## src/common/text_ctrl_pkg.sv

```systemverilog
package text_ctrl_pkg;

  // --------------------------------------------------
  // bus widths
  // --------------------------------------------------
  localparam int AXI_ADDR_W = 16;
  localparam int AXI_DATA_W = 32;

  // byte address, data word and one strobe bit per byte lane
  typedef logic [AXI_ADDR_W-1:0]   axi_addr_t;
  typedef logic [AXI_DATA_W-1:0]   axi_data_t;
  typedef logic [AXI_DATA_W/8-1:0] axi_strb_t;
  typedef logic [1:0]              axi_resp_t;

  // only OKAY is ever returned
  localparam axi_resp_t RESP_OKAY = 2'b00;

  // --------------------------------------------------
  // address map
  // --------------------------------------------------
  // bit 13 clear selects video memory, set selects palette
  localparam int PALETTE_SEL_BIT = 13;

  // first address bit above the byte offset
  localparam int WORD_LSB = 2;

  // eight palette words, indexed by address bits 4..2
  localparam int PALETTE_WORDS = 8;
  typedef logic [$clog2(PALETTE_WORDS)-1:0] palette_index_t;

  // default video memory depth is 2**11 words
  localparam int VRAM_INDEX_W = 11;

endpackage

```

## src/axi/axi_write_ctrl.sv

```systemverilog
`timescale 1ns/100ps

module axi_write_ctrl #(
  parameter int vram_index_w = text_ctrl_pkg::VRAM_INDEX_W
) (
  input  logic                          S_AXI_ACLK,
  input  logic                          S_AXI_ARESETN,
  input  text_ctrl_pkg::axi_addr_t      s_axi_awaddr,
  input  logic                          s_axi_awvalid,
  output logic                          s_axi_awready,
  input  text_ctrl_pkg::axi_data_t      s_axi_wdata,
  input  text_ctrl_pkg::axi_strb_t      s_axi_wstrb,
  input  logic                          s_axi_wvalid,
  output logic                          s_axi_wready,
  output text_ctrl_pkg::axi_resp_t      s_axi_bresp,
  output logic                          s_axi_bvalid,
  input  logic                          s_axi_bready,
  output logic                          pal_wr_en,
  output text_ctrl_pkg::palette_index_t pal_wr_index,
  output logic                          vram_wr_en,
  output logic [vram_index_w-1:0]       vram_wr_index,
  output text_ctrl_pkg::axi_strb_t      wr_strb,
  output text_ctrl_pkg::axi_data_t      wr_data
);
  import text_ctrl_pkg::*;

  logic      aw_en;
  logic      accept;
  logic      commit_q;
  logic      bvalid_q;
  logic      pal_sel;
  axi_addr_t awaddr_q;
  axi_data_t wdata_q;
  axi_strb_t wstrb_q;

  // --------------------------------------------------
  // handshake control
  // --------------------------------------------------
  // take a write only with both valids and no response pending
  assign accept = aw_en && s_axi_awvalid && s_axi_wvalid;

  always_ff @(posedge S_AXI_ACLK)
  begin
    if (!S_AXI_ARESETN)
    begin
      aw_en    <= 1'b1;
      commit_q <= 1'b0;
      bvalid_q <= 1'b0;
    end
    else
    begin
      // ready pulse lasts exactly one cycle, the commit cycle
      commit_q <= accept;
      // blocked until the B handshake finishes
      if (accept)
        aw_en <= 1'b0;
      else if (bvalid_q && s_axi_bready)
        aw_en <= 1'b1;
      // response rises at the end of the commit cycle
      if (commit_q)
        bvalid_q <= 1'b1;
      else if (bvalid_q && s_axi_bready)
        bvalid_q <= 1'b0;
    end
  end

  // address, data and strobes captured together on accept
  always_ff @(posedge S_AXI_ACLK)
  begin
    if (accept)
    begin
      awaddr_q <= s_axi_awaddr;
      wdata_q  <= s_axi_wdata;
      wstrb_q  <= s_axi_wstrb;
    end
  end

  // --------------------------------------------------
  // target decode
  // --------------------------------------------------
  assign pal_sel       = awaddr_q[PALETTE_SEL_BIT];
  assign pal_wr_en     = commit_q && pal_sel;
  assign vram_wr_en    = commit_q && !pal_sel;
  assign pal_wr_index  = awaddr_q[WORD_LSB +: $bits(palette_index_t)];
  assign vram_wr_index = awaddr_q[WORD_LSB +: vram_index_w];
  assign wr_strb       = wstrb_q;
  assign wr_data       = wdata_q;

  // both readies come from the same pulse
  assign s_axi_awready = commit_q;
  assign s_axi_wready  = commit_q;
  assign s_axi_bvalid  = bvalid_q;
  assign s_axi_bresp   = RESP_OKAY;

endmodule

```

## config.mk

```make
export PLATFORM = sky130hd
export DESIGN_NAME = axi_write_ctrl
export DESIGN_NICKNAME = d
export VERILOG_FILES = /design/src/common/text_ctrl_pkg.sv /design/src/axi/axi_write_ctrl.sv
export SDC_FILE = /design/constraint.sdc
export NUM_CORES = 1
export LEC_CHECK = 0
export ABC_AREA = 1
export BUFFER_PORTS_ARGS = -buffer_cell sky130_fd_sc_hd__buf_2
export CORE_ASPECT_RATIO = 0.9
export CORE_UTILIZATION = 41
export DETAILED_ROUTE_END_ITERATION = 10
export GPL_TIMING_DRIVEN = 0
export HOLD_SLACK_MARGIN = 0.12
export PLACE_DENSITY = 0.79
export SKIP_LAST_GASP = 1
export SYNTH_ARGS = -nofsm -noshare
export SYNTH_HDL_FRONTEND = slang
export SYNTH_SLANG_ARGS = --single-unit
```

## constraint.sdc

```tcl
create_clock -name S_AXI_ACLK -period 2.3 [get_ports S_AXI_ACLK]
set_input_delay 0.115 -clock S_AXI_ACLK [delete_from_list [all_inputs] [get_ports S_AXI_ACLK]]
set_output_delay 0.115 -clock S_AXI_ACLK [all_outputs]
set_load 0.01 [all_outputs]
```

# [Word-level counts from Yosys, hierarchy flattened]
# Cells that the tools add are included.
[word_totals] mem_bits_ro=0 wordCells=18 regBits=53 out_inout_bits=57 mem_bits_rw=0 n_memories=0 input_bits=57 latch_bits=0
[classes] addsub=0 mux=4 n_reduce_logical=8 multipliers=0 n_div=0 n_eq_ne=0 shift=0 n_lt_le_gt_ge=0 n_bitwise=0
[op_table] operator="logical AND 1 bit" n=5
[op_table] operator="2-to-1 mux 1 bit" n=4
[op_table] operator="nonzero test 2 bit" n=2
[op_table] operator="zero test 1 bit" n=1

# [Longest topological paths before layout]
[logic_depth] ltp_word=3 mapped_depth=4 ltp_nobuf=4

# [Least setup slack after synthesis]
# Ideal clock, no wire load.
[synth_path] kind="flip-flop to flip-flop" startpoint="register aw_en" endpoint="register awaddr_q[10], enable pin" t_arrival_ps=1347 t_required_ps=1898 n_path_buf=0 path_stages_with_launch=3 setup_ps=402 path_slack_ps=551 synth_period_minus_slack_ps=1749 path_cell_list="dfxtp_1 -> nand3_2 -> inv_1"
[synth_between] elab_chain_len=2
[synth_rtl] item="from (decl)" line_no="axi_write_ctrl.sv:27" rtl="logic aw_en;"
[synth_rtl] item="from (signal assigned)" line_no="axi_write_ctrl.sv:46" rtl="aw_en <= 1'b1;"
[synth_rtl] item="from (signal assigned)" line_no="axi_write_ctrl.sv:56" rtl="aw_en <= 1'b0;"
[synth_rtl] item="from (signal assigned)" line_no="axi_write_ctrl.sv:58" rtl="aw_en <= 1'b1;"
[synth_rtl] item="logical AND 1 bit (2 in series)" line_no="axi_write_ctrl.sv:40" rtl="assign accept = aw_en && s_axi_awvalid && s_axi_wvalid;"
[synth_rtl] item="via accept" line_no="axi_write_ctrl.sv:28" rtl="logic accept;"
[synth_rtl] item="to (signal assigned)" line_no="axi_write_ctrl.sv:72" rtl="awaddr_q <= s_axi_awaddr;"
[synth_rtl] item="to (decl)" line_no="axi_write_ctrl.sv:32" rtl="axi_addr_t awaddr_q;"
# The timed path passes the listed nets, and every way through them passes these cells.
# A chain may end at the register's enable or synchronous reset.

# [Final worst setup path]
[layout_path] startpoint="input s_axi_wvalid" endpoint="register commit_q, in the netlist s_axi_awready"
[layout_between] elab_chain_len=1
[layout_rtl] item="from (decl)" line_no="axi_write_ctrl.sv:13" rtl="input logic s_axi_wvalid,"
[layout_rtl] item="logical AND 1 bit" line_no="axi_write_ctrl.sv:40"
[layout_rtl] item="to (signal assigned)" line_no="axi_write_ctrl.sv:53" rtl="commit_q <= accept;"
[layout_rtl] item="to (decl)" line_no="axi_write_ctrl.sv:29" rtl="logic commit_q;"
# Every way passes these cells.

==> flow_results.org <==
** Critical path
- Number of buffers and inverters on the critical path :: 4
- Delay-heaviest family, CP :: buffers and inverters
- Most frequent cell on the critical path :: sky130_fd_sc_hd__dlygate4sd3_1
- The worst setup path is of the input port to register kind.
- STA puts the critical path data required time at 2.54 ns.
- Cell breakdown of the critical path :: dlygate4sd3_1 -> buf_2 -> nand3_2 -> dlygate4sd3_1 -> nor2_2 -> dlygate4sd3_1
- In this design, the stage delay of the slowest critical-path cell is 0.58 ns.
- Along the worst path, the maximum fanout reaches 2.
- Slowest stage cell on the critical path :: sky130_fd_sc_hd__dlygate4sd3_1
- Crit. End Element :: register
- The worst setup path is launched from an input port.
- Endpoint arrival time on the critical path :: 2.06 ns

** Global routing
- The number of global-route vias before repair was 1371.
- Total congestion overflow after global routing :: 0
- Maximum number of pins on one net before global-route repair :: 49
- Wire length of the first global-routing pass :: 6.56 mm
- Tot GR Track Use :: 0.200
- The initial antenna violation count was 0.

** Power and ir drop
- In this run the power density over the cells is 615 mW/mm2.
- The analysis attributes to cell leakage a power of 1.32 nW.
- Worst supply voltage drop on vdd :: 529 uV

** Timing
- Derived from the worst setup path, the maximum achievable clock frequency is 550 MHz.
- Setup violations remaining at the end of the flow were counted as 0.
- Counting I/O delays and the setup requirement, the final critical path takes 1.82 ns.
- Setup repair after global routing left no endpoint under its margin.
- For the final routed database, the setup TNS stands at 0 ns.
- Transition at the pin with the smallest max-transition slack :: 0.979 ns
- Dividing the final minimum period by the clock period gives 0.790.
- The count of pins over their slew limit was 0.
- Final hold vios :: 0
- The worst pin sits at a relative slew slack of 0.346.
- Final clock skew :: 0.0127 ns

** Detailed routing
- The count of nets left with antenna violations once routing finished came out at 0.
- The routed layout has 1293 vias.
- For this block, the routed nets add up to 4.29 mm of wire.
- DR WL/cell :: 14.2 um
- In the routed design, unresolved DRC markers number 0.
- For this run, the detailed router's first-pass iteration total came to 2.
- Violation count after the first detailed-routing iteration :: 94
- Vias per cell :: 4.30

** Yosys
- Synthesized area :: 0.00171 mm2
- The share of synthesized area in the top cell type comes to 0.845.
- Proportion of synthesized chip area in sequential cells :: 0.880
- Leading area contributor after synthesis :: sky130_fd_sc_hd__edfxtp_1
- Netlist cell types :: 10
- In the post-synthesis netlist, the biggest area contributors are sky130_fd_sc_hd__edfxtp_1, sky130_fd_sc_hd__buf_4, sky130_fd_sc_hd__dfxtp_1.
- For this run, the number of Yosys warnings is 0.
- Synthesis inferred 51 register bits.
- Post-synthesis instance total :: 86
- The average instance in the mapped netlist occupies 19.8 um2.

** Cells and area
- The repair_antennas step left the layout with diodes totalling 0.
- With fillers left out, the area of the finished cells amounts to 0.00292 mm2.
- In the final layout, flip-flops and latches occupy 0.00150 mm2.
- Share of cells above drive strength 1 :: 0.525
- Number of nets in the layout :: 311
- Area delta synth->final :: 71.0%
- The filler cells instantiated in the layout total 223.
- Summing all multi-input logic gate instances after layout gives 55.1 um2.

** Floorplan
- After floorplanning, the core was sized to cover 0.00386 mm2.
- Die boundary width :: 70.0 um
- Chip height :: 63.2 um
- Cell row count :: 21
- Floorplan die area :: 0.00442 mm2
- Initial core utilization :: 0.442
- 114 I/O pins were placed.

** Outcome
- Status :: finished clean

** Run
- The tool flagged a number of max-cap violations equal to 0.

** Placed design
- Port buffering added 107 buffers.
- After legalization and detailed placement, the total HPWL measured 2.36 mm.
- Placed inst area :: 0.00230 mm2
- RePlAce Congestion :: 0.666

** Clocking
- After clock tree synthesis, the clock-pin slew on the worst setup and hold paths is 0.09 ns.
- For the worst-skew pair, the clock arrives at the later sink with an insertion delay of 0.30 ns.
- Counting the buffers created by CTS gives 5.
- Root buffer cell :: sky130_fd_sc_hd__clkbuf_8
- Post-CTS repair changed the size of 0 cells.
- The clock net in this run drives a total of 51 sinks.
- Maximum buffer depth of the clock tree :: 2
- In this run the number of H-tree levels came out at 2.
- TritonCTS built the clock tree.
- Post-CTS timing repair inserted 0 buffers for setup.

** Worst hold path
- The worst hold path belongs to the class input port to register.
[metrics by stage]
| step | hold slack [ns] | utilization | setup WS [ns] | cells | power [mW] |
|---|---|---|---|---|---|
| 2_1_floorplan | 0.214 | - | 0.551 | 87 | 1.16 |
| 3_3_place_gp | 0.291 | 0.596 | 0.235 | 240 | 1.24 |
| 3_5_place_dp | 0.293 | 0.596 | 0.767 | 240 | 1.25 |
| 4_1_cts | 0.169 | 0.756 | 0.502 | 301 | 1.79 |
| 5_1_grt | 0.209 | 0.756 | 0.430 | 301 | 1.86 |
| 6_report | 0.178 | 0.756 | 0.483 | 301 | 1.79 |
[logic make-up (layout without fill, tap and decap cells)]
| group | Yosys count | after routing | synth area share |
|---|---|---|---|
| other | 1 | 2 | 0.00220 |
| AOI/OAI and AO/OA | 1 | 1 | 0.00293 |
| buffers and inverters | 24 | 192 | 0.0902 |
| and+or+nand+nor | 9 | 9 | 0.0249 |
| DFF | 51 | 51 | 0.880 |
[path summary, 6_finish.rpt]
check	start	endpoint	slack, ns	depth (start not counted)
min	S_AXI_ARESETN	aw_en$_SDFFE_PN1P_	0.18	4
min reg2reg	s_axi_bvalid$_SDFFE_PN0P_	aw_en$_SDFFE_PN1P_	0.61	4
max reg2reg	aw_en$_SDFFE_PN1P_	s_axi_awready$_SDFF_PN0_	0.58	4
max	s_axi_wvalid	s_axi_awready$_SDFF_PN0_	0.48	6
[routing by layer]
layer	share of wire	routed length (um)	global-route usage
met1	0.39	1670	0.223
met2	0.51	2200	0.375
met3	0.093	398	0.0608
met4	0.0035	15	0.0375
met5	0	0	0
[registers in the layout, summed over array words and instances, names as in the netlist]
signal,count
wr_data,32
awaddr_q,12
wr_strb,4
aw_en,1
s_axi_awready,1
s_axi_bvalid,1
[cell usage after synthesis]
cell	instances
sky130_fd_sc_hd__a21oi_1	1
sky130_fd_sc_hd__nand3_2	1
sky130_fd_sc_hd__nand2_1	4
sky130_fd_sc_hd__nor2_1	3
sky130_fd_sc_hd__nor2_2	1
sky130_fd_sc_hd__buf_4	17
sky130_fd_sc_hd__conb_1	1
sky130_fd_sc_hd__inv_1	7
sky130_fd_sc_hd__edfxtp_1	48
sky130_fd_sc_hd__dfxtp_1	3
[timing repair]
item	in CTS	in global routing
hold buffers	53	0
setup endpoints to repair	0	0
hold endpoints to repair	50	0
[worst min-delay path: stages]
cell                      delay (ns)
sky130_fd_sc_hd__buf_2          0.11
sky130_fd_sc_hd__nand2_1        0.07
sky130_fd_sc_hd__nor2_1         0.04
sky130_fd_sc_hd__nor2_1         0.09
[cell usage in the layout, fill, tap and decap left out, drive strengths merged, types with 2 or more instances in the layout]
cell type / instances
nor2: 4
dlygate4sd3: 53
edfxtp: 48
dfxtp: 3
buf: 124
nand2: 4
inv: 7
conb: 2
clkbuf: 6
[report_power, final]
group / internal [mW] / switching [mW] / total, mW / leakage [nW]
clock network: 0.213 / 0.277 / 0.490 / 0.0412
logic: 0.132 / 0.0927 / 0.225 / 0.804
registers: 1.07 / 0.0131 / 1.08 / 0.472
[area by class of cell]
cell class	count	share of cell area
multi-input combinational	12	0.0189
clock buffer	6	0.0249
tap	46	0.0197
clock inverter	2	0.00429
buffer	17	0.0437
inverter	7	0.00900
sequential	51	0.514
timing repair buffer	160	0.365
Note: power is estimated with default switching activity, not from simulation.
