===== config.mk =====
export PLATFORM = sky130hd
export DESIGN_NAME = axi_read_ctrl
export DESIGN_NICKNAME = d
export VERILOG_FILES = /design/src/common/text_ctrl_pkg.sv /design/src/axi/axi_read_ctrl.sv
export SDC_FILE = /design/constraint.sdc
export NUM_CORES = 1
export LEC_CHECK = 0
export ABC_AREA = 0
export BUFFER_PORTS_ARGS = -buffer_cell sky130_fd_sc_hd__buf_4
export CAP_MARGIN = 40
export CORE_AREA = 2 2 68 135
export DETAILED_ROUTE_END_ITERATION = 16
export DIE_AREA = 0 0 70 137
export PLACE_DENSITY = 0.58
export SLEW_MARGIN = 20
export SYNTH_ARGS = -nofsm -noshare
export SYNTH_HDL_FRONTEND = slang
export SYNTH_SLANG_ARGS = --single-unit

===== constraint.sdc =====
create_clock -name S_AXI_ACLK -period 1.85 [get_ports S_AXI_ACLK]
set_input_delay 0.0925 -clock S_AXI_ACLK [delete_from_list [all_inputs] [get_ports S_AXI_ACLK]]
set_output_delay 0.0925 -clock S_AXI_ACLK [all_outputs]
set_load 0.05 [all_outputs]

===== src/common/text_ctrl_pkg.sv =====
package text_ctrl_pkg;

  // --------------------------------------------------
  // bus widths
  // --------------------------------------------------
  localparam int AXI_ADDR_W = 16;
  localparam int AXI_DATA_W = 32;

  // byte address, data word and one strobe bit per byte lane
  typedef logic [AXI_ADDR_W-1:0]   axi_addr_t;
  typedef logic [AXI_DATA_W-1:0]   axi_data_t;
  typedef logic [AXI_DATA_W/8-1:0] axi_strb_t;
  typedef logic [1:0]              axi_resp_t;

  // only OKAY is ever returned
  localparam axi_resp_t RESP_OKAY = 2'b00;

  // --------------------------------------------------
  // address map
  // --------------------------------------------------
  // bit 13 clear selects video memory, set selects palette
  localparam int PALETTE_SEL_BIT = 13;

  // first address bit above the byte offset
  localparam int WORD_LSB = 2;

  // eight palette words, indexed by address bits 4..2
  localparam int PALETTE_WORDS = 8;
  typedef logic [$clog2(PALETTE_WORDS)-1:0] palette_index_t;

  // default video memory depth is 2**11 words
  localparam int VRAM_INDEX_W = 11;

endpackage


===== src/axi/axi_read_ctrl.sv =====
`timescale 1ns/100ps

module axi_read_ctrl #(
  parameter int vram_index_w = text_ctrl_pkg::VRAM_INDEX_W
) (
  input  logic                          S_AXI_ACLK,
  input  logic                          S_AXI_ARESETN,
  input  text_ctrl_pkg::axi_addr_t      s_axi_araddr,
  input  logic                          s_axi_arvalid,
  output logic                          s_axi_arready,
  output text_ctrl_pkg::axi_data_t      s_axi_rdata,
  output text_ctrl_pkg::axi_resp_t      s_axi_rresp,
  output logic                          s_axi_rvalid,
  input  logic                          s_axi_rready,
  output logic [vram_index_w-1:0]       vram_rd_index,
  output text_ctrl_pkg::palette_index_t pal_rd_index,
  input  text_ctrl_pkg::axi_data_t      vram_rd_data,
  input  text_ctrl_pkg::axi_data_t      pal_rd_data
);
  import text_ctrl_pkg::*;

  logic      accept;
  logic      arready_q;
  logic      wait_q;
  logic      rvalid_q;
  axi_addr_t araddr_q;
  axi_data_t rdata_q;

  // --------------------------------------------------
  // read sequence
  // --------------------------------------------------
  // idle means no ready pulse, no wait step and no data pending
  assign accept = s_axi_arvalid && !arready_q && !wait_q && !rvalid_q;

  always_ff @(posedge S_AXI_ACLK)
  begin
    if (!S_AXI_ARESETN)
    begin
      arready_q <= 1'b0;
      wait_q    <= 1'b0;
      rvalid_q  <= 1'b0;
    end
    else
    begin
      arready_q <= accept;
      // video memory registers its word during this step
      wait_q    <= arready_q;
      if (wait_q)
        rvalid_q <= 1'b1;
      else if (rvalid_q && s_axi_rready)
        rvalid_q <= 1'b0;
    end
  end

  // address held for the whole transfer
  always_ff @(posedge S_AXI_ACLK)
  begin
    if (accept)
      araddr_q <= s_axi_araddr;
  end

  // pick palette or video word on the second edge after accept
  always_ff @(posedge S_AXI_ACLK)
  begin
    if (wait_q)
      rdata_q <= araddr_q[PALETTE_SEL_BIT] ? pal_rd_data : vram_rd_data;
  end

  assign vram_rd_index = araddr_q[WORD_LSB +: vram_index_w];
  assign pal_rd_index  = araddr_q[WORD_LSB +: $bits(palette_index_t)];

  assign s_axi_arready = arready_q;
  assign s_axi_rvalid  = rvalid_q;
  assign s_axi_rdata   = rdata_q;
  assign s_axi_rresp   = RESP_OKAY;

endmodule


### After elaboration in Yosys (flattened, before gate mapping)

Cells that the tools add are included.

* reductions and logical operators: 8
* multiplexer cells: 3

Operators by type and width (number)
* 32-bit 2-to-1 mux: 1
* 1-bit logical AND: 4
* 1-bit logical NOT: 3
* 1-bit 2-to-1 mux: 2
* 2-bit nonzero test: 1

* output and inout bits: 50
* bits in registers: 49
* word-level logic and storage cells: 16
* input port bits: 84

### Depth between registers and ports, before layout

Gate-level depths: netlist (run 1).

* depth after elaboration: 4
* depth in mapped cells: 3
* depth with buffers taken out: 2

### Least setup slack after synthesis (run 1)

OpenSTA, ideal clock, no wires.

* path kind: register to register
* start point: register wait_q
* end point: register araddr_q[10] (enable)
* period minus slack after synthesis: 2015 ps
* required time: 1459 ps
* path slack: -165 ps
* path buffers: 0
* data arrival time: 1624 ps
* library setup time: 391 ps
* stages on the path, launching flop included: 2
* cells stage by stage: dfxtp_1 nor4b_2

* longest elaborated chain between the ends: 3

RTL lines
* start: declaration: line axi_read_ctrl.sv:24 `logic wait_q;`
* start signal: assignment: line axi_read_ctrl.sv:47 `wait_q <= arready_q;`
* 1-bit logical NOT: line axi_read_ctrl.sv:33 `assign accept = s_axi_arvalid && !arready_q && !wait_q && !rvalid_q;`
* 1-bit logical AND (2 in series): line axi_read_ctrl.sv:33
* named net accept: line axi_read_ctrl.sv:22 `logic accept;`
* end signal: assignment: line axi_read_ctrl.sv:59 `araddr_q <= s_axi_araddr;`
* end: declaration: line axi_read_ctrl.sv:26 `axi_addr_t araddr_q;`

The timed path passes the listed nets, and every way through them passes these cells.
A chain may end at the register's enable or synchronous reset.

### Worst setup path in the final report (run 1)

* start point: register araddr_q[13]
* end point: register rdata_q[27] (netlist: s_axi_rdata[27]), data pin

* longest elaborated chain between the ends: 1

RTL lines
* 32-bit 2-to-1 mux: line axi_read_ctrl.sv:66 `rdata_q <= araddr_q[PALETTE_SEL_BIT] ? pal_rd_data : vram_rd_data;`
* end signal: assignment: line axi_read_ctrl.sv:66
* end: declaration: line axi_read_ctrl.sv:27 `axi_data_t rdata_q;`

Every way passes these cells.

==> results of run 1 <==
kinds of logic after synthesis:
family / after synthesis / share of synthesized area [%]
mux: 32 / 22.6
simple gates: 4 / 1.62
flops: 47 / 66.1
other cells: 1 / 0.179
compound gates: 1 / 0.359
buf+inv: 20 / 9.16
metal layers:
layer	share of wire (%)	vias to the layer above	GRT usage, %	wire, um
li1	-	631	-	-
met1	30	605	8.74	1460
met2	59	80	18.4	2830
met3	8.1	9	3.46	389
met4	2.7	0	5.56	129
met5	0	-	0	0
state kept, by name (all words and copies together) (netlist names):
register / cells
wait_q: 1
s_axi_rdata: 32
s_axi_rvalid: 1
s_axi_arready: 1
araddr_q: 12
cells in the mapped netlist:
| cell type | instances |
|---|---|
| edfxtp_1 | 44 |
| buf_6 | 1 |
| nor2b_1 | 1 |
| mux2_2 | 2 |
| buf_12 | 3 |
| nor4b_2 | 1 |
| buf_4 | 16 |
| mux2_4 | 30 |
| and2_1 | 2 |
| dfxtp_1 | 3 |
| conb_1 | 1 |
| o21a_1 | 1 |
layout by cell type, fill, tap and decap left out:
cell             n
buf_4          129
edfxtp_1        44
mux2_4          30
dlygate4sd3_1   12
clkbuf_16        5
dfxtp_1          3
mux2_2           2
and2_1           2
conb_1           2
clkinv_1         2
nor4b_4          1
nor2b_1          1
o21a_1           1
clkbuf_1         1
buf_12           1
what timing repair did:
action | in CTS | in global routing
resized for setup | 0 | 0
hold endpoints to repair | 12 | 0
hold buffers | 12 | 0
worst paths after layout:
path | start | end | slack (ps) | cells past startpoint
hold reg to reg | s_axi_arready | wait_q | 530 | 1
hold / removal | S_AXI_ARESETN | s_axi_rvalid | 30 | 2
setup reg to reg | araddr_q[13] | s_axi_rdata[27] | 600 | 2
setup / recovery | araddr_q[13] | s_axi_rdata[27] | 600 | 2
cell type report:
| cell class | instances | area (um2) |
|---|---|---|
| flip-flops and latches | 47 | 1380 |
| clock inverters | 2 | 7.51 |
| clock buffers | 6 | 129 |
| repair buffers | 142 | 1110 |
| multi-input cells | 39 | 531 |
| fillers | 838 | 5250 |
| well taps | 100 | 125 |
stage by stage:
step / total power, mW / cells / cell area, um2 / hold WS (ps)
2_1_floorplan: 1.61 / 106 / 2100 / 191
3_3_place_gp: 1.77 / 316 / 3030 / 271
3_5_place_dp: 1.78 / 316 / 3030 / 273
4_1_cts: 2.67 / 336 / 3280 / 20.3
5_1_grt: 2.73 / 336 / 3280 / 19.7
6_report: 2.62 / 336 / 3280 / 31.9
critical path, delay by kind of cell, from the launching register on:
kind                   cells  cell delay, ps
buffers and inverters      1             250
flip-flops                 1             370
multiplexers               1             370
power by group through the flow:
stage          Sequential (mW)  Combinational, mW  Clock, mW
6_report                  1.24              0.534      0.845
2_1_floorplan             1.35              0.262          0
4_1_cts                   1.24              0.541      0.889
3_5_place_dp              1.26              0.520          0
5_1_grt                   1.24              0.564      0.921
3_3_place_gp              1.26              0.514          0
==> flow_metrics.tcl, run 1 <==
set metrics [dict create \
    outcome "completed" \
    die_area_um2 9590 \
    synth.top_cell.area_share_pct 63.2 \
    setup_tns_ps 0 \
    die_y_um 137 \
    cts_made_buffers 5 \
    pwr-share-seq_pct 47.3 \
    routed_wl_um 4800 \
    cts_sinks 47 \
    io_pins 134 \
    cts_tree "done" \
    synth.largest_area_cell "edfxtp_1" \
    antennaDiodeCount 0 \
    required_ps 1890 \
    fp.dieW_um 70 \
    ys_seq_elements 47 \
    ys_warn_count 0 \
    drc_errors 0 \
    cp_slowest_cell "edfxtp_1" \
    post-cts-setup-buffers 0 \
    antenna_found_initial 0 \
    place.gp.congestion 0.635 \
    post-place-ws_ps 586 \
    crit_path_start_kind "flop" \
    p_clk_share_pct 32.3 \
    layout.nets 319 \
    setup_ws_ps 598 \
    clockRootBuffer "clkbuf_16" \
    critPathCaptureType "flop" \
    ant_nets 0 \
    detailed_place_hpwl_um 3770 \
    grt_max_degree 34 \
    peakVddDrop_mv 0.474 \
    fmax_mhz 799 \
    layout_min_cycle_time_ps 1250 \
    crit_arrival_ps 1290 \
    area_growth_pct 57.0 \
    layout-drive-gt1-share_pct 71.2 \
    clkLatencyLatePin_ps 290 \
    detail_route.wl_per_cell_um 14.3 \
    synth_area_um2 2090 \
    firstDrtPassIters 4 \
    viasPerCell 3.94 \
    p_sw_mw 0.629 \
    p_per_area_nw_per_um2 797 \
    core_um2 8530 \
    drv_cap 0 \
    synthTopCellsByArea "edfxtp_1 63%, mux2_4 22%, buf_4 5.7%" \
    fin_skew_ps 9.94 \
    portBuffers 127 \
    clkSlewWorstSetupHoldPaths_ps 60 \
    rsz0062_at_grt "no" \
    clockBufferDepth 2 \
    ys_types 12 \
    overflow 0 \
    final-max-slew-violation-count 0 \
    first_global_vias 1378 \
    power_frac_comb_pct 20.4 \
    path_class "reg -> reg" \
    syn_inst 105 \
    vias 1325 \
    drt_iter0_markers 17 \
    post-route-util_pct 38.5 \
    grt_pass1_wl_um 6860 \
    syn_avg_cell_area_um2 19.9 \
    finalSetupViolCount 0 \
    hold_viol 0 \
    synth_seq_area_share_pct 66.1 \
    start_util_pct 24.5 \
    path_cells "buf_12 > mux2_2" \
    hold_class "in -> reg" \
    slowest_delay_ps 370 \
    path_max_fanout 32 \
    p_sw_share_pct 24.0 \
    fin_crit_sh_pct 67.7 \
    grt_usage_pct 9.75 \
    p_int_mw 1.99 \
    htreeDepth 2 \
    leakage_nw 1.46 \
    num_rows 48 \
]
Note: power is estimated with default switching activity, not from simulation.
==> run 2: changes to the inputs <==
PLACE_DENSITY = 0.56   (was 0.58)
clock period = 1.3 ns   (was 1.85 ns; I/O delays follow)
==> flow_metrics.tcl, run 2 (synthesized netlist as in run 1, its figures left out) <==
set metrics [dict create \
    hold_class "in -> reg" \
    clkSlewWorstSetupHoldPaths_ps 60 \
    detail_route.wl_per_cell_um 14.5 \
    grt_usage_pct 10.4 \
    clkLatencyLatePin_ps 280 \
    rsz0062_at_grt "no" \
    detailed_place_hpwl_um 3960 \
    placedCellCount 319 \
    fin_skew_ps 3.12 \
    leakage_nw 1.52 \
    clockRootBuffer "clkbuf_16" \
    path_class "reg -> reg" \
    grt_pass1_wl_um 7440 \
    viasPerCell 4.01 \
    drv_cap 0 \
    busiest_layer "met2" \
    met2_usage_pct 22.3 \
    layout_min_cycle_time_ps 1240 \
    layout-drive-gt1-share_pct 73.8 \
    io_pins 134 \
    hold_viol 0 \
    critPathCaptureType "flop" \
    crit_path_start_kind "flop" \
    start_util_pct 24.5 \
    firstDrtPassIters 2 \
    first_global_vias 1492 \
    path_max_fanout 22 \
    gr-usage-met1_pct 8.37 \
    clockBufferDepth 2 \
    num_rows 48 \
    cts_made_buffers 5 \
    antenna_found_initial 0 \
    cts_tree "done" \
    peakVddDrop_mv 0.726 \
    die_y_um 137 \
    overflow 0 \
    htreeDepth 2 \
    die_area_um2 9590 \
    fin_total_pwr_mw 4.17 \
    grt_max_degree 23 \
    post-place-ws_ps 46.0 \
    crit_arrival_ps 1280 \
    final-max-slew-violation-count 0 \
    met3_usage_pct 2.65 \
    post-cts-setup-buffers 0 \
    routed_wl_um 4910 \
    p_per_area_nw_per_um2 1230 \
    outcome "completed" \
    antennaDiodeCount 0 \
    cts_sinks 47 \
    place.gp.congestion 0.814 \
    drc_errors 0 \
    drt_iter0_markers 66 \
    finalSetupViolCount 0 \
    portBuffers 127 \
    area_growth_pct 62.6 \
    required_ps 1340 \
    final_common_cell "buf_4" \
    fin_cells 340 \
    ant_nets 0 \
    setup_ws_ps 58.7 \
    fp.dieW_um 70 \
    fin_crit_sh_pct 95.5 \
    core_um2 8530 \
    layout.nets 323 \
    largest_reg_flops 32 \
    vias 1363 \
    fmax_mhz 806 \
    final_cell_mix "131 x buf_4, 44 x edfxtp_1, 32 x mux2_4" \
]
[run 2: cell types whose count changed in the layout (fill, tap and decap cells not counted)]
cell	change
mux2_2	-2
mux2_4	+2
buf_4	+2
clkinvlp_4	+1
dfxtp_1	-3
bufinv_16	+2
dfxtp_4	+2
dlygate4sd3_1	+1
clkbuf_1	-1
dfxtp_2	+1
clkinv_1	-2
buf_12	+1
[run 2: area by class of cell]
class / count / area (um2)
fill: 853 / 5130
sequential: 47 / 1390
timing repair buffer: 146 / 1150
multi-input combinational: 39 / 538
clock buffer: 5 / 125
tap: 100 / 125
clock inverter: 3 / 67.6
[run 2: metrics by stage]
step / instance area (um2) / TNS, ps / hold slack [ps] / util, %
final: 3400 / 0 / 77.0 / 39.9
after detailed placement: 3070 / 0 / 245 / 36.0
after floorplan: 2110 / -1080 / 164 / -
after global routing: 3400 / 0 / 68.5 / 39.9
after global placement: 3070 / 0 / 245 / 36.0
after CTS: 3390 / 0 / 65.5 / 39.8
[run 2: timing repair]
item                                    CTS  global route
hold endpoints to repair                 13             0
endpoints found under the setup margin    0             2
hold buffers                             13             0
resized for setup                         0             2
[run 2: worst max-delay path, cell delays in order (launching register included)]
cell      delay (ps)
edfxtp_1         430
buf_12           230
mux2_4           320
[run 2: final timing paths]
path | from | to | slack (ps) | cells after the start
worst max-delay path | araddr_q[13] | s_axi_rdata[29] | 60 | 2
worst min-delay path | s_axi_rready | s_axi_rvalid | 80 | 3
worst max register to register | araddr_q[13] | s_axi_rdata[29] | 60 | 2
worst min register to register | s_axi_arready | wait_q | 510 | 1
[run 2: power by group]
group,internal (mW),total [mW],switching (mW)
clock network,1.10,1.63,0.526
registers,1.74,1.76,0.0248
logic,0.408,0.783,0.375
[run 2: layer usage]
| layer | wire length (um) | vias to the layer above |
|---|---|---|
| met5 | 0 | - |
| met4 | 106 | 0 |
| met3 | 291 | 8 |
| met2 | 3130 | 72 |
| met1 | 1390 | 643 |
| li1 | - | 640 |
==> run 3: changes to the inputs <==
ABC_AREA = 1   (was 0)
CORE_AREA = 2 2 69 137   (was 2 2 68 135)
CTS_CLUSTER_DIAMETER = 100   (was default)
DIE_AREA = 0 0 71 139   (was 0 0 70 137)
==> flow_metrics.tcl, run 3 <==
set metrics [dict create \
    outcome "completed" \
    finalSetupViolCount 0 \
    overflow 0 \
    portBuffers 127 \
    fp.dieW_um 71 \
    postPlaceCellArea_um2 3110 \
    place.gp.congestion 0.709 \
    synth.top_cell.area_share_pct 60.9 \
    crit_path_start_kind "flop" \
    viasPerCell 3.90 \
    p_per_area_nw_per_um2 1220 \
    final_common_cell "buf_4" \
    syn_avg_cell_area_um2 12.0 \
    antennaDiodeCount 0 \
    rsz0062_at_grt "no" \
    htreeDepth 2 \
    peakVddDrop_mv 0.585 \
    vias 1609 \
    slowest_delay_ps 460 \
    area_growth_pct 58.3 \
    largest_reg_flops 32 \
    grt_pass1_wl_um 7270 \
    cts_tree "done" \
    clockBufferDepth 2 \
    die_y_um 139 \
    drv_cap 0 \
    cts_sinks 47 \
    num_rows 49 \
    required_ps 1340 \
    setup_tns_ps 0 \
    path_class "reg -> reg" \
    io_pins 134 \
    grt_usage_pct 9.67 \
    ys.flop_type "edfxtp_1" \
    routed_wl_um 4760 \
    die_area_um2 9870 \
    fmax_mhz 922 \
    hold_class "in -> reg" \
    clockRootBuffer "clkbuf_16" \
    nFillCells 893 \
    synth_area_um2 2170 \
    drc_errors 0 \
    detailed_place_hpwl_um 3680 \
    detail_route.wl_per_cell_um 11.5 \
    layout-drive-gt1-share_pct 55.3 \
    synth_edf_count 44 \
    firstDrtPassIters 4 \
    reg2reg_from "araddr_q[13]" \
    layout_min_cycle_time_ps 1080 \
    path_cells "buf_12 > nand2_1 > o21ai_2" \
    first_global_vias 1541 \
    ant_nets 0 \
    grt_max_degree 33 \
    crit_arrival_ps 1120 \
    fin_skew_ps 3.05 \
    start_util_pct 24.4 \
    ys_types 14 \
    synthArstFlopShare_pct 0 \
    drt_iter0_markers 34 \
    ys_warn_count 0 \
    core_um2 8890 \
    worstHoldStart "s_axi_rready" \
    cp_slowest_cell "edfxtp_1" \
    cts_made_buffers 5 \
    yosys-top-cells-count "44 x edfxtp_1, 38 x inv_1, 33 x nand2_1" \
    antenna_found_initial 0 \
    clkLatencyLatePin_ps 280 \
    final_cell_mix "129 x buf_4, 44 x edfxtp_1, 38 x inv_1" \
    path_max_fanout 32 \
    ys_seq_elements 47 \
    clkSlewWorstSetupHoldPaths_ps 60 \
    hold_viol 0 \
    synth_seq_area_share_pct 63.7 \
    synthTopCellsByArea "edfxtp_1 61%, o21ai_2 12%, inv_1 6.6%" \
    critPathCaptureType "flop" \
    synth.largest_area_cell "edfxtp_1" \
    layout.nets 394 \
    syn_inst 180 \
    critPathLaunch "araddr_q[13]" \
    final-max-slew-violation-count 0 \
    post-cts-setup-buffers 0 \
    synth.most_common_cell "edfxtp_1" \
    leakage_nw 1.60 \
    fin_crit_sh_pct 83.4 \
    fin_area_um2 3430 \
]
==> run 3: cell types whose count changed after synthesis, moves of 3 or more <==
cell,before,now
mux2_4,30,0
o21ai_0,0,3
buf_8,0,3
nand2_1,0,33
inv_1,0,38
nor2_1,0,3
o21ai_2,0,29
==> run 3: per-stage QoR <==
stage	power [mW]	setup slack (ps)	hold WS, ps	utilization, %	cells
CTS	4.25	208	25.8	38.6	413
global placement	2.53	234	244	35.0	392
detailed placement	2.55	217	245	35.0	392
finish	4.17	216	37.6	38.6	413
floorplan	2.28	0.258	163	-	181
global route	4.35	157	44.4	38.6	413
==> run 3: cell families (layout without fill, tap and decap cells) <==
family,count (synthesis),in the layout,synth area share [%]
buf+inv,61,191,16.7
flops,47,47,63.7
simple gates,38,38,6.81
compound gates,33,33,12.6
other cells,1,2,0.173
==> run 3: timing repair <==
item,in CTS,in global routing
endpoints found under the setup margin,0,0
endpoints found under the hold margin,13,0
gates resized for setup,0,0
hold buffers,13,0
==> run 3: final timing paths <==
path                     endpoint  slack (ps)  cells after the start
setup / recovery  s_axi_rdata[20]         220                      3
setup reg to reg  s_axi_rdata[20]         220                      3
hold reg to reg            wait_q         460                      2
hold / removal       s_axi_rvalid          40                      4
==> run 3: critical path, delay by kind of cell (launching register included) <==
| kind | cells | cell delay (ps) |
|---|---|---|
| compound gates | 1 | 50 |
| buf+inv | 1 | 210 |
| flops | 1 | 460 |
| simple gates | 1 | 90 |
==> run 3: power breakdown <==
group | switching, mW | internal (mW)
Combinational | 0.429 | 0.341
Sequential | 0.0219 | 1.74
Clock | 0.539 | 1.10
Total | 0.991 | 3.18
==> run 3: metal layers <==
layer | part of all wire (%) | track usage [%]
met5 | 0 | 0
met4 | 2.5 | 5.56
met3 | 6.3 | 2.03
met2 | 58 | 18.6
met1 | 34 | 8.90
==> run 3: layout make-up <==
class                      instances  area (um2)  share of cell area, %
sequential                        47        1380                   40.3
timing repair buffer             145        1160                   33.7
multi-input combinational         73         429                   12.5
inverter                          38         143                   4.15
tap                              102         128                   3.72
clock buffer                       5         125                   3.64
clock inverter                     3        67.6                   1.97
