File: src/common/text_ctrl_pkg.sv
package text_ctrl_pkg;

  // --------------------------------------------------
  // bus widths
  // --------------------------------------------------
  localparam int AXI_ADDR_W = 16;
  localparam int AXI_DATA_W = 32;

  // byte address, data word and one strobe bit per byte lane
  typedef logic [AXI_ADDR_W-1:0]   axi_addr_t;
  typedef logic [AXI_DATA_W-1:0]   axi_data_t;
  typedef logic [AXI_DATA_W/8-1:0] axi_strb_t;
  typedef logic [1:0]              axi_resp_t;

  // only OKAY is ever returned
  localparam axi_resp_t RESP_OKAY = 2'b00;

  // --------------------------------------------------
  // address map
  // --------------------------------------------------
  // bit 13 clear selects video memory, set selects palette
  localparam int PALETTE_SEL_BIT = 13;

  // first address bit above the byte offset
  localparam int WORD_LSB = 2;

  // eight palette words, indexed by address bits 4..2
  localparam int PALETTE_WORDS = 8;
  typedef logic [$clog2(PALETTE_WORDS)-1:0] palette_index_t;

  // default video memory depth is 2**11 words
  localparam int VRAM_INDEX_W = 11;

endpackage

File: src/rtl/palette_regs.sv
`timescale 1ns/100ps

module palette_regs (
  input  logic                          S_AXI_ACLK,
  input  logic                          S_AXI_ARESETN,
  input  logic                          wr_en,
  input  text_ctrl_pkg::palette_index_t wr_index,
  input  text_ctrl_pkg::axi_strb_t      wr_strb,
  input  text_ctrl_pkg::axi_data_t      wr_data,
  input  text_ctrl_pkg::palette_index_t rd_index,
  output text_ctrl_pkg::axi_data_t      rd_data,
  output text_ctrl_pkg::axi_data_t      colors [text_ctrl_pkg::PALETTE_WORDS]
);
  import text_ctrl_pkg::*;

  localparam int lanes = $bits(axi_strb_t);

  axi_data_t words [PALETTE_WORDS];

  // --------------------------------------------------
  // palette storage
  // --------------------------------------------------
  always_ff @(posedge S_AXI_ACLK)
  begin
    if (!S_AXI_ARESETN)
    begin
      // all colours black after reset
      for (int i = 0; i < PALETTE_WORDS; i++)
      begin
        words[i] <= '0;
      end
    end
    else if (wr_en)
    begin
      // only strobed byte lanes change
      for (int b = 0; b < lanes; b++)
      begin
        if (wr_strb[b])
          words[wr_index][b*8 +: 8] <= wr_data[b*8 +: 8];
      end
    end
  end

  // bus read, registered later by the read controller
  assign rd_data = words[rd_index];

  // display sees every word at once
  assign colors = words;

endmodule

File: config.mk
export PLATFORM = sky130hd
export DESIGN_NAME = palette_regs
export DESIGN_NICKNAME = d
export VERILOG_FILES = /design/src/common/text_ctrl_pkg.sv /design/src/rtl/palette_regs.sv
export SDC_FILE = /design/constraint.sdc
export NUM_CORES = 1
export LEC_CHECK = 0
export BUFFER_PORTS_ARGS = -buffer_cell sky130_fd_sc_hd__buf_2
export CORE_MARGIN = 1
export CORE_UTILIZATION = 52
export DETAILED_ROUTE_END_ITERATION = 7
export PLACE_DENSITY_LB_ADDON = 0.25
export SETUP_SLACK_MARGIN = 0.02
export SLEW_MARGIN = 10
export SYNTH_ARGS = -nofsm -noshare
export SYNTH_HDL_FRONTEND = slang
export SYNTH_SLANG_ARGS = --single-unit
File: constraint.sdc
create_clock -name S_AXI_ACLK -period 1.97 [get_ports S_AXI_ACLK]
set_clock_uncertainty 0.05 [all_clocks]
set_input_delay 0.0985 -clock S_AXI_ACLK [delete_from_list [all_inputs] [get_ports S_AXI_ACLK]]
set_output_delay 0.0985 -clock S_AXI_ACLK [all_outputs]
set_load 0.005 [all_outputs]
---- After elaboration in Yosys (flattened, before gate mapping) ----
Index checks and enable logic that the tools add are counted.
storage, ports and cells
  bits of input ports ..................... 45
  flip-flop bits (word level) ............. 256
  output and inout bits ................... 288
  word-level logic and storage cells ...... 39
operators by class
  bitwise gates (word level) .............. 2
  reductions and logical operators ........ 1
  order comparisons ....................... 3
  multiplexer cells ....................... 25
operator list
  kind                number
  $mux 256            10
  $bwmux 256          4
  $demux 32 s3        4
  $bmux 32 s3         1
  $mux 32             3
  $mux 24             1
  $mux 16             1
  $ge 4x4->1 const B  2
  $mux 8              1
  $not 3->4           2
  $lt 4x1->1 const B  1
  $logic_and 1x1->1   1

---- Longest topological paths before layout ----
Gate-level depths: netlist of the first run.
  depth after elaboration ................. 19
  depth in mapped cells ................... 5
  mapped depth without buffers ............ 3

---- Worst setup path after synthesis of the first run ----
OpenSTA, ideal clock, no wires.
  kind .................................... in2out
  start ................................... in rd_index[1]
  end ..................................... out rd_data[0]
  arrival time ............................ 1.419 ns
  slack ................................... 0.402 ns
  buffers on the path ..................... 2
  stages .................................. 4
  cell sequence ........................... buf_2 > buf_2 > mux4_2 > mux2_2
between the ends
  cells in the longest elaborated chain, start to end .. 4
ends and longest elaborated chain
  what                                        RTL line            source
  from (decl)                                 palette_regs.sv:10  input text_ctrl_pkg::palette_index_t rd_index,
  $not 3->4 (not written as such)             palette_regs.sv:45  assign rd_data = words[rd_index];
  $bmux 32 s3                                 palette_regs.sv:45
  $mux 32 (not written as such) (2 in a row)  palette_regs.sv:45
  to (decl)                                   palette_regs.sv:11  output text_ctrl_pkg::axi_data_t rd_data,
No other way between the ends. The select of a mux whose other input is x is not followed.

---- Worst setup path after layout of the first run ----
  start ................................... reg words, in the netlist colors[53]
  end ..................................... out rd_data[21]
between the ends
  cells in the longest elaborated chain, start to end .. 3
ends and longest elaborated chain
  what                                        RTL line            source
  from (decl)                                 palette_regs.sv:18  axi_data_t words [PALETTE_WORDS];
  from (signal, indexed assignment)           palette_regs.sv:39  words[wr_index][b*8 +: 8] <= wr_data[b*8 +: 8];
  $bmux 32 s3                                 palette_regs.sv:45
  $mux 32 (not written as such) (2 in a row)  palette_regs.sv:45
No other way between the ends. The select of a mux whose other input is x is not followed.

==> results of run 1 <==
[worst max-delay path, stage by stage (launching register included)]
cell and delay (ns):
dfxtp_2 0.34, mux4_2 0.52, mux2_2 0.28, buf_2 0.12
[Yosys cell counts]
cell,number
buf_1,3
buf_2,22
buf_4,1
clkbuf_1,33
dfxtp_1,256
mux2_2,32
mux2i_1,256
mux4_2,64
nand2_1,289
nand2b_1,2
nand3_1,4
nand3b_1,4
nor2_2,24
nor3_2,4
or3_1,4
[stage by stage]
stage / setup WS [ns] / hold WS [ns] / std cells / cell area, um2
5_1_grt: 0.0305 / 0.0429 / 1669 / 14500
4_1_cts: 0.0332 / 0.0104 / 1666 / 14500
3_5_place_dp: 0.342 / 0.410 / 1593 / 13300
3_3_place_gp: 0.362 / 0.405 / 1593 / 13300
6_report: 0.0609 / 0.0309 / 1670 / 14500
2_1_floorplan: 0.402 / 0.329 / 998 / 11100
[worst paths after layout]
kind              slack [ns]          end
setup / recovery        0.06  rd_data[21]
hold / removal          0.03    colors[4]
setup reg to reg        0.78   colors[15]
hold reg to reg         0.42   colors[50]
[what timing repair did]
| item | in CTS | in global routing |
|---|---|---|
| endpoints found under the hold margin | 194 | 0 |
| setup endpoints to repair | 0 | 1 |
| hold buffers | 32 | 0 |
| resized for setup | 0 | 1 |
| setup buffers | 0 | 0 |
[power by group through the flow]
stage	clock network (mW)	registers (mW)	logic [mW]
after floorplan	0	5.41	0.455
after global placement	0	5.42	0.731
after detailed placement	0	5.42	0.743
after CTS	5.02	5.30	0.793
after global routing	5.23	5.31	0.852
final	4.94	5.30	0.792
[logic make-up after synthesis]
kind of cell | after synthesis | synth area share, %
flip-flops | 256 | 46.2
AND/OR/NAND/NOR | 331 | 12.3
multiplexers | 352 | 39.3
buffers and inverters | 59 | 2.28
[routing by layer]
metal	vias up	GRT usage (%)	wire, um
met4	0	9.38	868
met2	347	46.5	15100
met3	67	3.47	1730
met5	-	0	0
li1	4248	-	-
met1	4509	36.3	13300
[cell type report]
type	count	area [um2]
multi-input cells	683	5730
clock inverters	8	140
clock buffers	33	706
fillers	1605	6450
flip-flops and latches	256	5130
diodes	4	10.0
well taps	275	344
repair buffers	411	2450
==> metrics.txt, run 1 <==
crit end category=output port; run status=complete, no violations; vias post-DR=9171; chip width=approximately 150 um; Core Region=21000 um2; worst r2r path cells=3; number of sinks handled by clock tree synthesis=approximately 260; post-synthesis to final-layout area growth=30.6%; number of rows created at floorplan=53; Synth warnings=0; number of primary I/O pins=333; path type of the worst min-delay path=in -> reg; 1st-iter DRT viols=403; wire per inst=18.5 um; CTS tree=done; areal power density over the cells=761 nW/um2; largest driver fanout on the critical path=3; IO buf count=around 330; Final Slew Violations=0; worst setup path start=colors[53]; root cell of the clock tree=clkbuf_16; leakage=6.39 nW; flip-flop count of the largest register, all copies and words added=256; combinational share of power=7.2%; vias per cell=5.49; sequential cell area fraction in the yosys report=a little under half; highest clock rate=524 MHz; minimum clock period after layout=approximately 1.9 ns; share of layout cells above drive strength 1=39.0%; final setup fails=0; remaining antenna violation count=0; netlist area before placement=11100 um2; initial antenna violation count=4; largest area contributor in the netlist=dfxtp_1; Crit Path Class=reg -> out; Vert. Die Dim=148 um; number of nets in the final layout=approximately 1400; Clock Latency Late Sink=a little over 0.5 ns; kind of launch point of the worst setup path=flop; switching share of total power=22.0%; WP data arrival=1.76 ns; reg-to-reg startpoint=colors[15]; share of power burned in the clock network=44.8%; DRC viols=0; Num CTS Buffers=25; Net Switching=2.42 mW; cell count after synthesis=998; worst hold path cell count=3; Internal Dissipation=8.61 mW; post-route setup TNS=0 ns; area of the die=21900 um2; overall power of the completed layout=11.0 mW; H-tree Lvls=1; first-pass GRT wire length=47.7 mm; IR drop worst, VDD=0.499 mV; initial cell density of the core=53.0%; Hold Fails Final Rpt=0; post-CTS clock slew at the launch and capture registers of the worst setup and hold paths=0.06 ns; number of global-route vias before repair=8727; most frequent standard cell in the layout excluding fill and tap cells=buf_2; Data required, critical path=1.82 ns; drt pass-1 iters=4; Clock Tree Buf Depth=3; highest-count cells in the layout ignoring fill and taps=buf_2 (329), nand2_1 (289), mux2i_1 (256); maximum number of pins on one net before global-route repair=62; overall global routing resource usage=approximately 27%; Mapped Nets=1043; dominant cells by area after synthesis=dfxtp_1 (46%), mux2i_1 (23%), mux4_2 (13%); Post-Syn Area per Cell=11.1 um2; max capacitance violation total=0; area share of the largest cell type after synthesis=46.2%; total overflow reported by the global router=0; detailed placer's ending HPWL=21.1 mm; startpoint of the tightest hold check path=wr_data[4]; Unique masters post-synth=15; sequential share of power=48.0%; total wire length after detailed routing=31.0 mm; post-route core utilization=69.2%; count of state elements after synthesis=256; final weighted congestion of routability-driven global placement=about 0.8; setup repair after global routing missed its margin=no; Final period util=96.9%; pin slew with the least headroom to its limit=about 0.6 ns; worst slew slack as a fraction of its limit=60.6%
Note: power is estimated with default switching activity, not from simulation.
==> run 2: changes to the inputs <==
--- a/config.mk
+++ b/config.mk
@@ -10,5 +10,6 @@
 export CORE_UTILIZATION = 52
 export DETAILED_ROUTE_END_ITERATION = 7
-export PLACE_DENSITY_LB_ADDON = 0.25
+export GPL_TIMING_DRIVEN = 0
+export PLACE_DENSITY = 0.8
 export SETUP_SLACK_MARGIN = 0.02
 export SLEW_MARGIN = 10
==> constraint.sdc (replaced) <==
create_clock -name S_AXI_ACLK -period 1.97 [get_ports S_AXI_ACLK]
set_clock_uncertainty 0.05 [all_clocks]
set_input_delay 0 -clock S_AXI_ACLK [delete_from_list [all_inputs] [get_ports S_AXI_ACLK]]
set_output_delay 0 -clock S_AXI_ACLK [all_outputs]
set_load 0.005 [all_outputs]
==> metrics.txt, run 2 (synthesized netlist as in run 1, its figures left out) <==
run status=complete, no violations; Design Area, Final=14400 um2 (-0.88%); max capacitance violation total=0 (unchanged); minimum clock period after layout=1.86 ns (-0.0530 ns); most frequent standard cell in the layout excluding fill and tap cells=buf_2; kind of launch point of the worst setup path=input pin; highest-count cells in the layout ignoring fill and taps=buf_2 (337), nand2_1 (289), mux2i_1 (256), dfxtp_1 (256), mux4_2 (64); area post-placement=13100 um2 (-1.8%); chip width=148 um (unchanged); Clock Latency Late Sink=0.53 ns (+0.02 ns); non-filler cells in the finished layout=1686 (+0.96%); detailed placer's ending HPWL=26.4 mm (+25%); drt pass-1 iters=5 (+1); Final Slew Violations=0 (unchanged); remaining antenna violation count=0 (unchanged); overall global routing resource usage=34.5% (+7.0 points); number of primary I/O pins=333 (unchanged); highest clock rate=539 MHz (+2.9%); count of buffers added by post-CTS timing repair for setup=0 (unchanged); number of nets in the final layout=1431 (+0.63%); area of the die=21900 um2 (unchanged); root cell of the clock tree=clkbuf_16; setup repair after global routing missed its margin=no; wire per inst=23.1 um (+25%); worst slew slack as a fraction of its limit=13.8% (-47 points); share of layout cells above drive strength 1=36.9% (-2.1 points); post-CTS clock slew at the launch and capture registers of the worst setup and hold paths=0.06 ns (about the same); initial cell density of the core=53.0% (unchanged); maximum number of pins on one net before global-route repair=15 (-76%); number of sinks handled by clock tree synthesis=256 (unchanged); number of global-route vias before repair=9507 (+8.9%); number of placed instances, taps included=1600 (+0.44%); Final period util=94.2% (-2.7 points); final worst hold slack=0.0507 ns (+0.0197 ns); H-tree Lvls=1 (unchanged); post-synthesis to final-layout area growth=29.4%; end of the worst register-to-register path=colors[150]; initial antenna violation count=7 (+3); Core Region=21000 um2 (unchanged); leakage=6.26 nW (-2.0%); startpoint of the tightest hold check path=wr_strb[0]; first-pass GRT wire length=56.6 mm (+19%); vias post-DR=9770 (+6.5%); worst hold path cell count=4 (+1); worst r2r path cells=2 (-1); WP data arrival=1.81 ns (+0.05 ns); worst hold path endpoint=colors[69]; CTS tree=done; vias per cell=5.79 (+5.5%); number of rows created at floorplan=53 (unchanged); Hold Fails Final Rpt=0 (unchanged); flip-flop count of the largest register, all copies and words added=256 (unchanged); reg-to-reg startpoint=colors[150]; total wire length after detailed routing=38.9 mm (+26%); path type of the worst min-delay path=in -> reg; R2R Setup Slk=1.19 ns (+0.41 ns); DRC viols=0 (unchanged); FILL cells=1618 (+0.81%); crit end category=output port; total overflow reported by the global router=0 (unchanged); overall power of the completed layout=11.5 mW (+4.4%); final weighted congestion of routability-driven global placement=0.841 (+4.9%); Clock Tree Buf Depth=3 (unchanged); final setup fails=0 (unchanged); IR drop worst, VDD=0.671 mV (+34%); areal power density over the cells=802 nW/um2 (+5.4%); largest driver fanout on the critical path=10 (+7); Vert. Die Dim=148 um (unchanged); 1st-iter DRT viols=591 (+47%); IO buf count=327 (-1.5%); Data required, critical path=1.92 ns (+0.10 ns); Num CTS Buffers=27 (+8.0%); pin slew with the least headroom to its limit=1.29 ns (+0.702 ns); Crit Path Class=in -> out
## run 2: cell types whose count changed in the layout (fill, tap and decap cells not counted), sizes merged
cell	before	now
buf	378	349
clkbuf	34	72
clkinv	4	9
diode	4	5
inv	0	1
## run 2: layer usage
metal	routed length, um	vias up	global-route usage (%)
li1	-	4296	-
met1	15600	4798	43.2
met5	28	-	0
met2	18600	560	57.6
met4	1340	4	14.5
met3	3330	112	7.61
## run 2: repair_timing
item	4_1_cts	5_1_grt
setup endpoints to repair	32	22
endpoints found under the hold margin	256	0
cloned	0	0
hold buffers	32	0
gates resized for setup	8	4
## run 2: final cells by class
| class | instances | area [um2] | share of cell area (%) |
|---|---|---|---|
| diodes | 5 | 12.5 | 0.0870 |
| plain buffers | 59 | 283 | 1.97 |
| clock buffers | 35 | 746 | 5.19 |
| clock inverters | 14 | 180 | 1.25 |
| multi-input cells | 683 | 5730 | 39.8 |
| flip-flops and latches | 256 | 5120 | 35.7 |
| well taps | 275 | 344 | 2.39 |
| repair buffers | 359 | 1960 | 13.6 |
## run 2: worst max path at each step
stage                     cells after the start   startpoint  slack [ns]     endpoint
after CTS                                     5  rd_index[1]        0.02   rd_data[8]
after global placement                        6  rd_index[2]       -0.20   rd_data[9]
after global routing                          3   colors[36]        0.10   rd_data[4]
final                                         4  rd_index[0]        0.11  rd_data[15]
after detailed placement                      6  rd_index[2]       -0.22   rd_data[6]
after floorplan                               4  rd_index[1]        0.60   rd_data[0]
## run 2: report_power, final
part	switching (mW)	leakage [nW]	total (mW)	internal, mW
logic	0.545	3.73	0.874	0.330
clock network	2.15	0.464	5.35	3.20
registers	0.0591	2.07	5.30	5.24
## run 2: critical path, cell delays in order
cell	delay, ns
buf_1	0.23
clkbuf_1	0.99
mux2_2	0.45
buf_2	0.13
## run 2: per-stage QoR
stage / TNS (ns) / utilization, % / setup WS [ns]
final: 0 / 68.6 / 0.114
after global placement: -3.59 / 62.4 / -0.198
after CTS: 0 / 68.5 / 0.0212
after global routing: 0 / 68.6 / 0.104
after detailed placement: -4.30 / 62.4 / -0.221
after floorplan: 0 / - / 0.599
==> run 3: changes to the inputs <==
==> constraint.sdc (replaced) <==
create_clock -name S_AXI_ACLK -period 1.97 [get_ports S_AXI_ACLK]
set_clock_uncertainty 0.05 [all_clocks]
set_input_delay 0.2955 -clock S_AXI_ACLK [delete_from_list [all_inputs] [get_ports S_AXI_ACLK]]
set_output_delay 0.2955 -clock S_AXI_ACLK [all_outputs]
set_load 0.005 [all_outputs]
==> metrics.txt, run 3 (synthesized netlist as in run 1, its figures left out) <==
run status=finished with violations; failing checks=negative setup slack; chip width=148 um (unchanged); Crit Path Class=reg -> out; Clock Tree Buf Depth=3 (unchanged); Final Slew Violations=0 (unchanged); 1st-iter DRT viols=684 (+16%); Num CTS Buffers=27 (unchanged); startpoint of the tightest hold check path=wr_data[7]; FF+latch area=5320 um2 (+3.8%); worst hold path endpoint=colors[199]; worst hold path cell count=3 (-1); global routing met2 resource utilization=60.0% (+2.4 points); setup repair after global routing missed its margin=yes; reg-to-reg startpoint=colors[190]; number of primary I/O pins=333 (unchanged); number of sinks handled by clock tree synthesis=256 (unchanged); final setup fails=32 (+32); number of buffers inserted by hold repair at cts=0 (-100%); most frequent standard cell in the layout excluding fill and tap cells=buf_2; drt pass-1 iters=5 (unchanged); total wire length after detailed routing=41.1 mm (+5.6%); IR drop worst, VDD=0.721 mV (+7.4%); CTS tree=done; Clock Latency Late Sink=0.53 ns (about the same); met3 usage=7.15% (-0.46 points); share of layout cells above drive strength 1=52.4% (+15 points); post-synthesis to final-layout area growth=36.9%; crit end category=output port; Core Region=21000 um2 (unchanged); leakage=6.79 nW (+8.5%); Vert. Die Dim=148 um (unchanged); final weighted congestion of routability-driven global placement=0.841 (unchanged); overall power of the completed layout=11.6 mW (+0.68%); number of placed instances, taps included=1600 (unchanged); post-route core utilization=72.5% (+4.0 points); max capacitance violation total=0 (unchanged); DRC viols=0 (unchanged); worst slew slack as a fraction of its limit=25.0% (+11 points); number of rows created at floorplan=53 (unchanged); initial cell density of the core=53.0% (unchanged); detailed placer's ending HPWL=26.4 mm (unchanged); Hold Fails Final Rpt=0 (unchanged); wire per inst=23.5 um (+1.9%); non-filler cells in the finished layout=1746 (+3.6%); Data required, critical path=1.62 ns (-0.30 ns); highest clock rate=470 MHz (-13%); maximum number of pins on one net before global-route repair=15 (unchanged); kind of launch point of the worst setup path=flop; H-tree Lvls=1 (unchanged); FILL cells=1479 (-8.6%); overall global routing resource usage=36.2% (+1.7 points); remaining antenna violation count=0 (unchanged); end of the worst register-to-register path=colors[190]; flip-flop count of the largest register, all copies and words added=256 (unchanged); R2R Setup Slk=1.06 ns (-0.13 ns); Setup WS pre-CTS=-0.812 ns (-0.591 ns); total overflow reported by the global router=0 (unchanged); highest-count cells in the layout ignoring fill and taps=buf_2 (319), nand2_1 (289), mux2i_1 (256); worst r2r path cells=4 (+2); minimum clock period after layout=2.13 ns (+0.272 ns); IO buf count=327 (unchanged); post-CTS clock slew at the launch and capture registers of the worst setup and hold paths=0.07 ns (about the same); initial antenna violation count=7 (unchanged); met1 demand-to-capacity share in global routing=45.1% (+1.9 points); final worst-path setup slack=-0.158 ns (-0.272 ns); combined area of the multi-input logic cells=5790 um2 (+1.2%); WP data arrival=1.78 ns (-0.03 ns); areal power density over the cells=763 nW/um2 (-4.8%); largest driver fanout on the critical path=2 (-8); first-pass GRT wire length=59.3 mm (+4.7%); path type of the worst min-delay path=in -> reg; Final period util=108% (+14 points); pin slew with the least headroom to its limit=1.12 ns (-0.174 ns); vias post-DR=10169 (+4.1%); area of the die=21900 um2 (unchanged); root cell of the clock tree=clkbuf_16; number of global-route vias before repair=9887 (+4.0%); vias per cell=5.82 (+0.51%); number of nets in the final layout=1490 (+4.1%); Top Usage Layer GRT=met2
## run 3: critical path, stage by stage, from the launching register on
cell and delay, ns:
dfxtp_2 0.32, mux4_2 0.52, mux2_4 0.29, buf_6 0.12
## run 3: layout make-up
class                      count  share of cell area, %
clock inverter                14                   1.19
sequential                   256                   35.0
multi-input combinational    683                   38.1
buffer                        59                   2.45
timing repair buffer         418                   16.0
antenna                        6                 0.0988
tap                          275                   2.26
clock buffer                  35                   4.91
## run 3: per-stage QoR
| step | setup TNS, ns | hold WS, ns | area (um2) |
|---|---|---|---|
| 2_1_floorplan | 0 | 0.411 | 11100 |
| 3_3_place_gp | -27.68 | 0.402 | 13100 |
| 3_5_place_dp | -33.26 | 0.412 | 13100 |
| 4_1_cts | -3.28 | 0.126 | 15000 |
| 5_1_grt | -4.12 | 0.165 | 15200 |
| 6_report | -3.42 | 0.132 | 15200 |
## run 3: timing repair
| action | in CTS | in global routing |
|---|---|---|
| buffers inserted | 76 | 15 |
| resized for setup | 187 | 42 |
| setup endpoints to repair | 32 | 32 |
## run 3: power by group
part / leakage, nW / switching, mW / internal, mW
Combinational: 4.18 / 0.569 / 0.346
Sequential: 2.14 / 0.0519 / 5.25
Clock: 0.464 / 2.19 / 3.20
Total: 6.79 / 2.81 / 8.79
## run 3: how the worst max path moves through the flow
stage,startpoint,end,slack (ns),depth (start not counted)
floorplan,rd_index[1],rd_data[0],0.008,4
global placement,rd_index[2],rd_data[9],-0.79,6
detailed placement,rd_index[2],rd_data[6],-0.81,6
CTS,colors[52],rd_data[20],-0.14,3
global route,colors[22],rd_data[22],-0.17,3
finish,colors[22],rd_data[22],-0.16,3
## run 3: metal layers
layer / wire, um / vias up
met4: 1960 / 4
met5: 23 / -
met1: 15700 / 4955
met3: 3870 / 146
li1: - / 4419
met2: 19600 / 645
